### src/source/flash_config.svh
// ############################
// flash read bridge config
// user region offset, address widths, serial clock divider, command byte
// ############################

`ifndef FLASH_CONFIG_SVH
`define FLASH_CONFIG_SVH

// user data starts 1 MiB into the flash, below that is the bitstream
`define FLASH_USER_BASE 24'h100000

// cpu word index width and flash byte address width
`define FLASH_WORD_ADDR_W 18
`define FLASH_ADDR_W 24

// clk cycles per half period of flash_sck
`define FLASH_SCK_HALF 2

// standard serial read, no dummy cycles
`define FLASH_READ_CMD 8'h03

`endif
### src/source/flash_pkg.sv
// ############################
// flash read bridge types
// read sequencer states and the byte shifter request/response
// ############################

package flash_pkg;

    // phases of one read transaction
    typedef enum logic [2:0] {
        IDLE,
        CMD,
        ADDR,
        DATA,
        DONE
    } read_phase_t;

    // request to the byte shifter
    // start is a single cycle pulse, only honoured while the shifter is idle
    typedef struct packed {
        logic       start;
        logic [7:0] tx_byte;
    } shift_cmd_t;

    // response from the byte shifter
    // rx_byte is valid in the done cycle and held until the next byte
    typedef struct packed {
        logic       done;
        logic [7:0] rx_byte;
    } shift_rsp_t;

endpackage

### src/source/flash_read_bridge.sv
// ############################
// flash read bridge top
// cpu word reads from spi nor flash, stalls cpu until ready
// ############################

`timescale 1ns/1ps

`include "flash_config.svh"

module flash_read_bridge
    import flash_pkg::*;
(
    input  logic                          clk,
    input  logic                          reset,

    // cpu side
    input  logic                          read_en,
    input  logic [`FLASH_WORD_ADDR_W-1:0] read_address,
    output logic [31:0]                   read_data,
    output logic                          read_ready,

    // flash pins
    output logic                          flash_sck,
    output logic                          flash_csn,
    output logic                          flash_mosi,
    input  logic                          flash_miso
);

    shift_cmd_t shift_cmd;
    shift_rsp_t shift_rsp;
    logic load_addr;
    logic capture;
    logic [`FLASH_ADDR_W-1:0] latched_addr;

    // sequencing and chip select
    flash_read_ctrl ctrl0 (
        .clk          (clk),
        .reset        (reset),
        .read_en      (read_en),
        .rsp          (shift_rsp),
        .latched_addr (latched_addr),
        .load_addr    (load_addr),
        .capture      (capture),
        .cmd          (shift_cmd),
        .flash_csn    (flash_csn),
        .read_ready   (read_ready)
    );

    // serial clock and data pins
    spi_byte_shifter shifter0 (
        .clk        (clk),
        .reset      (reset),
        .cmd        (shift_cmd),
        .flash_miso (flash_miso),
        .rsp        (shift_rsp),
        .flash_sck  (flash_sck),
        .flash_mosi (flash_mosi)
    );

    // address offset and word assembly
    read_word_packer packer0 (
        .clk          (clk),
        .reset        (reset),
        .load_addr    (load_addr),
        .read_address (read_address),
        .capture      (capture),
        .rsp          (shift_rsp),
        .latched_addr (latched_addr),
        .read_data    (read_data)
    );

endmodule

### src/source/flash_read_ctrl.sv
// ############################
// flash read sequencer
// catches the cpu read edge, runs cmd / addr / data bytes
// drives chip select and releases the cpu with read_ready
// ############################

`timescale 1ns/1ps

`include "flash_config.svh"

module flash_read_ctrl
    import flash_pkg::*;
(
    input  logic                     clk,
    input  logic                     reset,
    input  logic                     read_en,
    input  shift_rsp_t               rsp,
    input  logic [`FLASH_ADDR_W-1:0] latched_addr,
    output logic                     load_addr,
    output logic                     capture,
    output shift_cmd_t               cmd,
    output logic                     flash_csn,
    output logic                     read_ready
);

    read_phase_t phase;

    // cpu strobe registered then delayed for the edge detect
    logic read_en_r;
    logic read_en_d;
    logic request;

    // first byte goes out one cycle after csn falls
    logic kick;
    logic [1:0] byte_cnt;
    logic start_r;
    logic [7:0] tx_r;

    // rising edge only counts when idle so edges during a read are dropped
    assign request = read_en_r && !read_en_d && (phase == IDLE);
    assign load_addr = request;

    // every byte finished during DATA lands in the packer
    assign capture = rsp.done && (phase == DATA);

    assign cmd.start = start_r;
    assign cmd.tx_byte = tx_r;

    always_ff @(posedge clk) begin
        if (reset) begin
            read_en_r <= 1'b0;
            read_en_d <= 1'b0;
            phase <= IDLE;
            kick <= 1'b0;
            byte_cnt <= 2'd0;
            start_r <= 1'b0;
            tx_r <= 8'h00;
            flash_csn <= 1'b1;
            read_ready <= 1'b0;
        end else begin
            read_en_r <= read_en;
            read_en_d <= read_en_r;
            // single cycle pulses default low
            start_r <= 1'b0;
            kick <= 1'b0;
            read_ready <= 1'b0;

            case (phase)
                IDLE: begin
                    if (request) begin
                        phase <= CMD;
                        flash_csn <= 1'b0;
                        kick <= 1'b1;
                        byte_cnt <= 2'd0;
                    end
                end
                CMD: begin
                    if (kick) begin
                        start_r <= 1'b1;
                        tx_r <= `FLASH_READ_CMD;
                    end
                    // address goes msb first
                    if (rsp.done) begin
                        phase <= ADDR;
                        start_r <= 1'b1;
                        tx_r <= latched_addr[23:16];
                    end
                end
                ADDR: begin
                    if (rsp.done) begin
                        start_r <= 1'b1;
                        if (byte_cnt == 2'd2) begin
                            // dummy tx bytes clock the data out
                            phase <= DATA;
                            byte_cnt <= 2'd0;
                            tx_r <= 8'h00;
                        end else begin
                            byte_cnt <= byte_cnt + 2'd1;
                            tx_r <= (byte_cnt == 2'd0) ? latched_addr[15:8] : latched_addr[7:0];
                        end
                    end
                end
                DATA: begin
                    if (rsp.done) begin
                        if (byte_cnt == 2'd3) begin
                            // deselect and release the cpu as the word lands
                            phase <= DONE;
                            flash_csn <= 1'b1;
                            read_ready <= 1'b1;
                        end else begin
                            byte_cnt <= byte_cnt + 2'd1;
                            start_r <= 1'b1;
                            tx_r <= 8'h00;
                        end
                    end
                end
                DONE: begin
                    // read_ready and the new word are up for this one cycle
                    phase <= IDLE;
                end
                default: phase <= IDLE;
            endcase
        end
    end

    // cpu is released once per read
    ready_single_pulse: assert property (
        @(posedge clk) disable iff (reset) read_ready |=> !read_ready
    ) else $error("read_ready held for more than one cycle");

    // shifter must never run a byte with the flash deselected
    start_needs_select: assert property (
        @(posedge clk) disable iff (reset) cmd.start |-> !flash_csn
    ) else $error("byte started with flash_csn high");

endmodule

### src/source/read_word_packer.sv
// ############################
// read word packer
// latches the flash byte address, packs data bytes little endian
// ############################

`timescale 1ns/1ps

`include "flash_config.svh"

module read_word_packer
    import flash_pkg::*;
(
    input  logic                          clk,
    input  logic                          reset,
    input  logic                          load_addr,
    input  logic [`FLASH_WORD_ADDR_W-1:0] read_address,
    input  logic                          capture,
    input  shift_rsp_t                    rsp,
    output logic [`FLASH_ADDR_W-1:0]      latched_addr,
    output logic [31:0]                   read_data
);

    localparam int PAD_W = `FLASH_ADDR_W - `FLASH_WORD_ADDR_W - 2;

    logic [1:0] lane;
    // lanes 0..2 wait here until lane 3 arrives
    logic [23:0] low_bytes;
    // word index times four
    logic [`FLASH_ADDR_W-1:0] byte_offset;

    assign byte_offset = {{PAD_W{1'b0}}, read_address, 2'b00};

    always_ff @(posedge clk) begin
        if (reset) begin
            lane <= 2'd0;
        end else if (load_addr) begin
            lane <= 2'd0;
        end else if (capture) begin
            lane <= lane + 2'd1;
        end
    end

    always_ff @(posedge clk) begin
        if (load_addr) begin
            latched_addr <= `FLASH_USER_BASE + byte_offset;
        end
        if (capture) begin
            case (lane)
                2'd0: low_bytes[7:0] <= rsp.rx_byte;
                2'd1: low_bytes[15:8] <= rsp.rx_byte;
                2'd2: low_bytes[23:16] <= rsp.rx_byte;
                // whole word at once, old value stays up during the read
                default: read_data <= {rsp.rx_byte, low_bytes};
            endcase
        end
    end

endmodule

### src/source/spi_byte_shifter.sv
// ############################
// spi byte shifter, mode 0
// divides clk into flash_sck and moves one byte each way
// ############################

`timescale 1ns/1ps

`include "flash_config.svh"

module spi_byte_shifter
    import flash_pkg::*;
(
    input  logic       clk,
    input  logic       reset,
    input  shift_cmd_t cmd,
    input  logic       flash_miso,
    output shift_rsp_t rsp,
    output logic       flash_sck,
    output logic       flash_mosi
);

    localparam int HALF = `FLASH_SCK_HALF;
    localparam int DIV_W = (HALF > 1) ? $clog2(HALF) : 1;
    localparam logic [DIV_W-1:0] DIV_LAST = DIV_W'(HALF - 1);
    // start cycle counts as the first divider tick
    // so a byte takes exactly 16 half periods from start to done
    localparam logic [DIV_W-1:0] DIV_FIRST = DIV_W'(1 % HALF);

    logic active;
    logic [DIV_W-1:0] div_cnt;
    logic tick;
    // falling edges seen in this byte
    logic [2:0] fall_cnt;
    logic [7:0] tx_sr;
    logic [7:0] rx_sr;
    logic sck_r;
    logic done_r;

    // half period boundary, sck toggles here
    assign tick = active && (div_cnt == DIV_LAST);

    assign flash_sck = sck_r;
    // msb first, tx_sr drains to zero so mosi idles low
    assign flash_mosi = tx_sr[7];
    assign rsp.done = done_r;
    assign rsp.rx_byte = rx_sr;

    always_ff @(posedge clk) begin
        if (reset) begin
            active <= 1'b0;
            div_cnt <= '0;
            fall_cnt <= 3'd0;
            tx_sr <= 8'h00;
            sck_r <= 1'b0;
            done_r <= 1'b0;
        end else begin
            done_r <= 1'b0;
            if (cmd.start && !active) begin
                active <= 1'b1;
                div_cnt <= DIV_FIRST;
                fall_cnt <= 3'd0;
                tx_sr <= cmd.tx_byte;
            end else if (active) begin
                div_cnt <= tick ? '0 : div_cnt + 1'b1;
                if (tick) begin
                    sck_r <= !sck_r;
                    // falling edge, next bit onto mosi
                    if (sck_r) begin
                        tx_sr <= {tx_sr[6:0], 1'b0};
                        fall_cnt <= fall_cnt + 3'd1;
                        // eighth fall, sck is back low
                        if (fall_cnt == 3'd7) begin
                            active <= 1'b0;
                            done_r <= 1'b1;
                        end
                    end
                end
            end
        end
    end

    // sample on the rising edge, miso was set up on the previous fall
    always_ff @(posedge clk) begin
        if (tick && !sck_r) begin
            rx_sr <= {rx_sr[6:0], flash_miso};
        end
    end

    // sequencer waits for done before the next start
    no_start_while_busy: assert property (
        @(posedge clk) disable iff (reset) cmd.start |-> !active
    ) else $error("byte start while shifter busy");

endmodule

### config.mk
export PLATFORM = sky130hd
export DESIGN_NAME = flash_read_bridge
export DESIGN_NICKNAME = d
export VERILOG_FILES = /design/src/source/flash_pkg.sv /design/src/source/flash_read_bridge.sv /design/src/source/flash_read_ctrl.sv /design/src/source/read_word_packer.sv /design/src/source/spi_byte_shifter.sv
export VERILOG_INCLUDE_DIRS = /design/src /design/src/source
export SDC_FILE = /design/constraint.sdc
export NUM_CORES = 1
export LEC_CHECK = 0
export BUFFER_PORTS_ARGS = -buffer_cell sky130_fd_sc_hd__buf_2
export CORE_AREA = 4 4 95 97
export CTS_CLUSTER_DIAMETER = 30
export CTS_CLUSTER_SIZE = 25
export DETAILED_ROUTE_END_ITERATION = 6
export DIE_AREA = 0 0 99 101
export PLACE_DENSITY_LB_ADDON = 0.08
export SLEW_MARGIN = 15
export SYNTH_ARGS = -nofsm -noshare
export SYNTH_HDL_FRONTEND = slang
export SYNTH_HIERARCHICAL = 1
export SYNTH_SLANG_ARGS = --single-unit
### constraint.sdc
create_clock -name clk -period 3.6 [get_ports clk]
set_input_delay 0.72 -clock clk [delete_from_list [all_inputs] [get_ports clk]]
set_output_delay 0.72 -clock clk [all_outputs]
set_load 0.01 [all_outputs]
==> impl_metrics.tcl, run 1 <==
set metrics [dict create \
    cts_tree "yes" \
    cp.required_ns 3.72 \
    ys.flop_type "edfxtp_1" \
    cts_buffers 17 \
    area_growth_pct 20.7 \
    fin_worst_skew_ns 0.00572 \
    place_congestion 0.737 \
    hold_violations 0 \
    min_path_type "primary input to register" \
    critical_path_class "register to register" \
    detail_route.wl_per_cell_um 14.2 \
    ctsResizeCount 0 \
    tns_ns 0 \
    vias_per_cell 5.04 \
    hpwl_mm 4.33 \
    peakVddDrop_v 0.000332 \
    htreeDepth 4 \
    yosys_warnings 6 \
    grt_max_degree 33 \
    hold_buffers 0 \
    ant_nets 0 \
    cap_violations 0 \
    endpoint_kind "register" \
    synthCells 287 \
    cts_root_buffer "clkbuf_8" \
    die_h_um 101 \
    num_vias 2350 \
    gr-total-overflow 0 \
    clock.fmax_ghz 0.427 \
    clk_path_buf_depth 2 \
    post-route-util_pct 65.1 \
    clk_pin_slew_ns 0.06 \
    die_area_um2 10000 \
    routed_wirelength_mm 6.64 \
    synth_edf_count 82 \
    ys_seq_area_share_pct 72.5 \
    start_kind "register" \
    drt_first_pass_iters 4 \
    finalMaxSlewViolations 0 \
    antenna_found_initial 0 \
    synth_async_sr_flop_share_pct 0 \
    tightest_slew_ns 0.841 \
    cp.arrival_ns 2.47 \
    numPortBuffers 57 \
    rows 33 \
    fin_crit_ns 2.34 \
    fin_crit_sh_pct 65.1 \
    core-area_um2 8130 \
    n_antenna_cell 0 \
    grt_pass1_wl_mm 11.4 \
    synth.avg_cell_area_um2 15.3 \
    grt_pass1_vias 2339 \
    status "complete, no violations" \
    nets 381 \
    route.detailed.drc 0 \
    cts_num_sinks 118 \
    drt_iter0_drc 95 \
    insertion_delay_ns 0.49 \
    start_util_pct 54.0 \
    cellPowerDensity_nw_per_um2 608 \
    drive_gt1_share_pct 32.7 \
    die_w_um 99 \
    netlist_area_um2 4390 \
    max_slew_margin_pct 43.7 \
    yosysUniqueCellTypes 43 \
    postCtsSetupRepairBufs 0 \
    finalSetupViolCount 0 \
    cp_max_fo 32 \
    io-pin-count 58 \
    yosys_register_bits 118 \
    rsz0062_at_grt "no" \
    power_leakage_nw 1.91 \
    grt_use_total_pct 14.9 \
]
[routing by layer]
layer | wire length (um) | track usage (%) | up-vias | part of all wire, %
li1 | - | - | 1171 | -
met1 | 3170 | 20.7 | 1110 | 48
met2 | 3030 | 21.2 | 65 | 46
met3 | 370 | 5.19 | 4 | 5.6
met4 | 66 | 6.93 | 0 | 0.99
met5 | 0 | 0 | - | 0
[cell families (layout without fill, tap and decap cells)]
logic type / Yosys count / in the layout / share of synthesized area [%]
other: 2 / 6 / 0.171
DFF: 118 / 118 / 72.5
and+or+nand+nor: 68 / 68 / 8.07
xor gates and xnor gates: 3 / 3 / 0.599
AOI/OAI and AO/OA: 46 / 46 / 8.32
muxes: 13 / 13 / 3.19
adders and majority gates: 11 / 11 / 3.14
buffers and inverters: 26 / 96 / 3.99
[through the flow]
stage	power, mW	cell area [um2]	hold slack (ns)	std cells	worst slack [ns]
after global placement	1.53	4680	0.401	434	1.32
after CTS	3.26	5300	0.363	466	1.20
after global routing	3.34	5300	0.368	466	1.04
final	3.22	5300	0.397	466	1.26
after detailed placement	1.54	4680	0.405	434	1.22
after floorplan	1.52	4400	0.400	291	0.506
[registers in the layout, indices dropped and copies added (netlist names)]
register / flops
ctrl0/tx_r: 8
packer0/lane: 2
packer0/latched_addr: 18
shifter0/done_r: 1
shifter0/active: 1
ctrl0/start_r: 1
packer0/read_data: 32
ctrl0/kick: 1
ctrl0/phase: 3
ctrl0/read_en_r: 1
ctrl0/read_ready: 1
shifter0/fall_cnt: 3
ctrl0/read_en_d: 1
ctrl0/byte_cnt: 2
shifter0/div_cnt: 1
ctrl0/flash_csn: 1
packer0/low_bytes: 24
shifter0/tx_sr: 8
shifter0/rx_sr: 8
shifter0/flash_sck: 1
[cells in the final DEF, fill, tap and decap left out, types with 7 or more instances in the layout]
master	count
a211oi_1	9
a211oi_2	7
a21oi_1	10
buf_2	57
clkbuf_16	16
dfxtp_1	36
edfxtp_1	82
ha_1	11
mux2_2	8
nand2_1	13
nor2_1	24
[final cells by class]
class / count / area [um2]
clock buffers: 18 / 418
repair buffers: 58 / 293
flip-flops and latches: 118 / 3180
multi-input cells: 147 / 1050
well taps: 105 / 131
clock inverters: 14 / 199
inverters: 6 / 22.5
fillers: 604 / 2840
[power breakdown]
group | total (mW) | internal [mW] | switching [mW]
Combinational | 0.0447 | 0.0198 | 0.0249
Clock | 1.72 | 1.13 | 0.583
Sequential | 1.46 | 1.45 | 0.00803
Total | 3.22 | 2.61 | 0.616
[worst max-delay path, stage by stage (launching register included)]
cell and delay, ns:
dfxtp_1 0.62, nand2b_1 0.24, nor2_1 0.39, and2_2 0.72
[final timing paths]
path / from / end / slack, ns / cells after the start
worst max-delay path: ctrl0/phase[1] / packer0/read_data[29] / 1.26 / 3
worst min-delay path: read_address[14] / packer0/latched_addr[16] / 0.40 / 1
worst max register to register: ctrl0/phase[1] / packer0/read_data[29] / 1.26 / 3
worst min register to register: packer0/low_bytes[9] / packer0/read_data[9] / 0.41 / 0
[synth_stat cells (all sizes together) (2+ instances only)]
cell type,instances,area [um2]
mux2i,5,50.1
nand2,13,48.8
and2,5,37.5
a311oi,4,35.0
a22oi,6,45.0
clkbuf,2,7.51
dfxtp,36,721
nor3,8,55.1
a21oi,11,58.8
nand2b,3,18.8
ha,11,138
inv,6,22.5
buf,18,145
nand3,2,10.0
nor4,2,12.5
or4,2,15.0
edfxtp,82,2460
xnor2,2,17.5
conb,2,7.51
nor2,24,90.1
nor3b,2,15.0
a211oi,17,175
mux2,8,90.1
o21ai,5,25.0
nor2b,2,12.5
No activity file was read; power rests on OpenSTA's default activity.
==> run 2: changes to the inputs <==
Clock period 3.6 ns to 2.3 ns, I/O delays scaled along.
==> impl_metrics.tcl, run 2 (synthesis gave the netlist of run 1 again) <==
set metrics [dict create \
    status "complete, no violations" \
    cts_num_sinks 118 \
    met1_length_mm 3.33 \
    die_h_um 101 \
    drt_iter0_drc 88 \
    grt_use_total_pct 15.4 \
    critical_path_class "register to register" \
    fin_worst_skew_ns 0.00792 \
    peakVddDrop_v 0.000518 \
    tns_ns 0 \
    top_regs "packer0/read_data (32), packer0/low_bytes (24), packer0/latched_addr (18)" \
    clk_path_buf_depth 2 \
    core-area_um2 8130 \
    ant_nets 0 \
    n_antenna_cell 0 \
    rsz0062_at_grt "no" \
    dr.max_layer_used "met4" \
    r2r_cells 5 \
    grt_pass1_vias 2298 \
    hold_buffers 0 \
    vias_per_cell 4.96 \
    drive_gt1_share_pct 33.7 \
    antenna_found_initial 0 \
    place_inst 441 \
    cp.arrival_ns 2.22 \
    place_congestion 0.727 \
    cts_root_buffer "clkbuf_8" \
    insertion_delay_ns 0.50 \
    numPortBuffers 57 \
    met2_length_mm 3.20 \
    num_vias 2346 \
    post-route-util_pct 65.9 \
    htreeDepth 4 \
    ctsResizeCount 0 \
    cp_max_fo 4 \
    grt_max_degree 32 \
    endpoint_kind "register" \
    fin_crit_ns 1.80 \
    rows 33 \
    hpwl_mm 4.49 \
    clock.fmax_ghz 0.555 \
    finalMaxSlewViolations 0 \
    wl_met3_um 374 \
    cts_buffers 17 \
    regMostFlops "packer0/read_data" \
    cts_tree "yes" \
    timing.hold.ws_ns 0.131 \
    rrSetupSlack_ns 0.50 \
    largest_reg_flops 32 \
    grt_pass1_wl_mm 11.7 \
    max_slew_margin_pct 54.3 \
    hold_path_depth 1 \
    die_area_um2 10000 \
    hold_violations 0 \
    tightest_slew_ns 0.686 \
    routed_wirelength_mm 6.95 \
    cp.required_ns 2.72 \
    power_leakage_nw 1.95 \
    detail_route.wl_per_cell_um 14.7 \
    cellPowerDensity_nw_per_um2 941 \
    drt_first_pass_iters 4 \
    multi_input_area_um2 1060 \
    route.detailed.drc 0 \
    final_cell_mix "edfxtp_1, buf_2, dfxtp_1" \
    postCtsSetupRepairBufs 0 \
    min_path_type "primary input to register" \
    clk_pin_slew_ns 0.06 \
    fin_crit_sh_pct 78.3 \
    fill_cells 595 \
    start_util_pct 54.0 \
    nets 388 \
    final_common_cell "edfxtp_1" \
    area_growth_pct 22.1 \
    stdcell_count 473 \
    cap_violations 0 \
    die_w_um 99 \
    start_kind "register" \
    io-pin-count 58 \
    finalPower_mw 5.04 \
    regArea_um2 3180 \
    gr-total-overflow 0 \
    finalSetupViolCount 0 \
]
[run 2: cell count changes in the layout (fill, tap and decap cells not counted)]
| cell | change |
|---|---|
| inv_6 | -2 |
| clkinv_1 | +2 |
| clkbuf_1 | -1 |
| nor4_4 | +1 |
| clkinv_2 | -1 |
| buf_4 | +7 |
| clkinv_4 | +2 |
| nor4_2 | -1 |
[run 2: power breakdown]
| part | total [mW] | switching [mW] | internal, mW |
|---|---|---|---|
| Sequential | 2.28 | 0.00797 | 2.28 |
| Clock | 2.68 | 0.918 | 1.76 |
| Combinational | 0.0781 | 0.0447 | 0.0334 |
| Total | 5.04 | 0.971 | 4.07 |
[run 2: final cells by class]
| type | count | share of cell area (%) |
|---|---|---|
| Clock buffer | 17 | 7.73 |
| Clock inverter | 15 | 3.76 |
| Inverter | 6 | 0.420 |
| Multi-Input combinational cell | 147 | 19.8 |
| Sequential cell | 118 | 59.4 |
| Tap cell | 105 | 2.45 |
| Timing Repair Buffer | 65 | 6.44 |
[run 2: metrics by stage]
stage / worst slack, ns / instance area, um2
4_1_cts: 0.498 / 5360
3_3_place_gp: 0.556 / 4740
5_1_grt: 0.401 / 5360
3_5_place_dp: 0.516 / 4740
6_report: 0.499 / 5360
2_1_floorplan: 0.0865 / 4410
[run 2: layer usage]
metal / track usage, % / vias up
met1: 20.9 / 1091
met4: 5.99 / 0
li1: - / 1193
met5: 0 / -
met2: 22.7 / 57
met3: 5.88 / 5
[run 2: worst paths after layout]
path                                            from                 endpoint
worst max-delay path               ctrl0/byte_cnt[0]        ctrl0/byte_cnt[1]
worst min-delay path                 read_address[7]  packer0/latched_addr[9]
worst max register to register     ctrl0/byte_cnt[0]        ctrl0/byte_cnt[1]
worst min register to register  packer0/low_bytes[6]     packer0/read_data[6]
[run 2: critical path, cell delays in order (launching register included)]
cell and delay [ns]:
dfxtp_1 0.34, ha_1 0.24, nand2b_1 0.16, a221o_1 0.35, or4_1 0.47, a21oi_1 0.17
==> run 3: changes to the inputs <==
Settings changed: CORE_AREA 4 4 95 97 to 4 4 98 100, DIE_AREA 0 0 99 101 to 0 0 102 104.
Clock period 2.3 ns to 1.52 ns, I/O delays scaled along.
==> impl_metrics.tcl, run 3 (synthesis gave the netlist of run 1 again) <==
set metrics [dict create \
    cap_violations 0 \
    num_vias 2547 \
    start_kind "register" \
    numPortBuffers 57 \
    route.detailed.drc 0 \
    multi_input_area_um2 1190 \
    drt_first_pass_iters 4 \
    core-area_um2 8680 \
    ant_nets 0 \
    fin_crit_sh_pct 110 \
    status "complete, but fails checks" \
    rrSetupSlack_ns -0.15 \
    drt_iter0_drc 128 \
    hold_violations 0 \
    peakVddDrop_v 0.000849 \
    area_growth_pct 34.5 \
    rows 34 \
    n_antenna_cell 0 \
    final_cell_mix "edfxtp_1, buf_2, dfxtp_1" \
    antenna_found_initial 0 \
    drive_gt1_share_pct 42.3 \
    start_util_pct 50.6 \
    regMostFlops "packer0/read_data" \
    pwr-share-seq_pct 47.3 \
    cellPowerDensity_nw_per_um2 1240 \
    worst_slack_ns -0.151 \
    clk_path_buf_depth 2 \
    cts_buffers 17 \
    rsz0062_at_grt "yes" \
    critical_path_class "register to register" \
    place_inst 462 \
    largest_reg_flops 32 \
    place_congestion 0.780 \
    clk_pin_slew_ns 0.06 \
    htreeDepth 4 \
    cp_max_fo 4 \
    cp.required_ns 1.95 \
    stdcell_count 519 \
    intPower_mw 5.74 \
    grt_pass1_wl_mm 12.9 \
    regArea_um2 3190 \
    io-pin-count 58 \
    clkPwrFrac_pct 50.2 \
    r2r_start "ctrl0/byte_cnt[1]" \
    routed_wirelength_mm 7.80 \
    insertion_delay_ns 0.51 \
    tns_ns -0.769 \
    swShare_pct 21.5 \
    startpoint "ctrl0/byte_cnt[1]" \
    grt_pass1_vias 2599 \
    cts_num_sinks 118 \
    gr-total-overflow 0 \
    endpoint_kind "register" \
    crit_end "ctrl0/byte_cnt[0]" \
    die_area_um2 10600 \
    p_switching_mw 1.57 \
    cp.arrival_ns 2.10 \
    finalMaxSlewViolations 0 \
    min_path_type "primary input to register" \
    die_h_um 104 \
    p_comb_share_pct 2.5 \
    r2r-end "ctrl0/byte_cnt[0]" \
    hpwl_mm 4.81 \
    finish.instance_area_um2 5900 \
    cts_root_buffer "clkbuf_8" \
    top_regs "packer0/read_data (32), packer0/low_bytes (24), packer0/latched_addr (18)" \
    grt_use_total_pct 15.9 \
    violations "negative setup slack" \
    dpl_cell_area_um2 4960 \
    fin_crit_ns 1.67 \
    finalSetupViolCount 10 \
    cts_tree "yes" \
    die_w_um 102 \
    clock.fmax_ghz 0.598 \
    fin_worst_skew_ns 0.0101 \
    power_leakage_nw 2.16 \
    r2r_cells 5 \
    grt_max_degree 27 \
    post-route-util_pct 68.0 \
    place_ws_ns -0.144 \
    vias_per_cell 4.91 \
    detail_route.wl_per_cell_um 15.0 \
    fill_cells 613 \
    final_common_cell "edfxtp_1" \
    nets 431 \
]
-- run 3: cell types whose count changed in the layout (fill, tap and decap cells not counted), sizes merged --
cell	change
inv	+4
dlygate4sd3	+20
buf	+23
bufinv	-3
clkinv	-4
clkinvlp	+3
-- run 3: final cells by class --
| type | instances | area share (%) |
|---|---|---|
| Multi-Input combinational cell | 147 | 20.1 |
| Sequential cell | 118 | 54.0 |
| Clock inverter | 15 | 2.46 |
| Timing Repair Buffer | 108 | 13.8 |
| Clock buffer | 17 | 7.01 |
| Inverter | 6 | 0.381 |
| Tap cell | 108 | 2.29 |
-- run 3: power by group through the flow --
stage	Sequential (mW)	Combinational (mW)	Clock, mW
2_1_floorplan	3.52	0.0811	0
3_3_place_gp	3.52	0.127	0
3_5_place_dp	3.52	0.128	0
4_1_cts	3.46	0.180	3.73
5_1_grt	3.46	0.203	3.93
6_report	3.46	0.183	3.67
-- run 3: worst max-delay path, stage by stage, from the launching register on --
cell and delay [ns]:
dfxtp_2 0.33, ha_4 0.16, nand2b_4 0.13, a221o_1 0.34, or4_1 0.48, a21oi_1 0.16
-- run 3: per-layer routing --
| layer | vias up | wire [um] | global-route usage [%] |
|---|---|---|---|
| li1 | 1276 | - | - |
| met1 | 1205 | 3520 | 21.5 |
| met2 | 58 | 3800 | 23.9 |
| met3 | 8 | 404 | 6.04 |
| met4 | 0 | 70 | 4.78 |
| met5 | - | 0 | 0 |
-- run 3: through the flow --
step	power, mW	hold slack [ns]
after global routing	7.59	0.0248
final	7.31	0.0428
after detailed placement	3.65	0.405
after floorplan	3.60	0.375
after CTS	7.37	0.0217
after global placement	3.65	0.404
-- run 3: how the worst min path moves through the flow --
stage	startpoint	cells after the start	end	slack, ns
after floorplan	reset	1	packer0/lane[0]	0.37
after global placement	packer0/low_bytes[6]	0	packer0/read_data[6]	0.40
after detailed placement	packer0/low_bytes[1]	0	packer0/read_data[1]	0.40
after CTS	reset	2	ctrl0/byte_cnt[0]	0.02
after global routing	reset	2	ctrl0/byte_cnt[1]	0.02
final	reset	2	ctrl0/byte_cnt[1]	0.04
-- run 3: timing repair --
item                                    CTS  global route
gates resized for setup                  30             3
hold endpoints to repair                 20             0
setup buffers                             4             0
gates cloned                              1             0
pin swaps                                13             3
endpoints found under the setup margin   10            10
hold buffers                             20             0
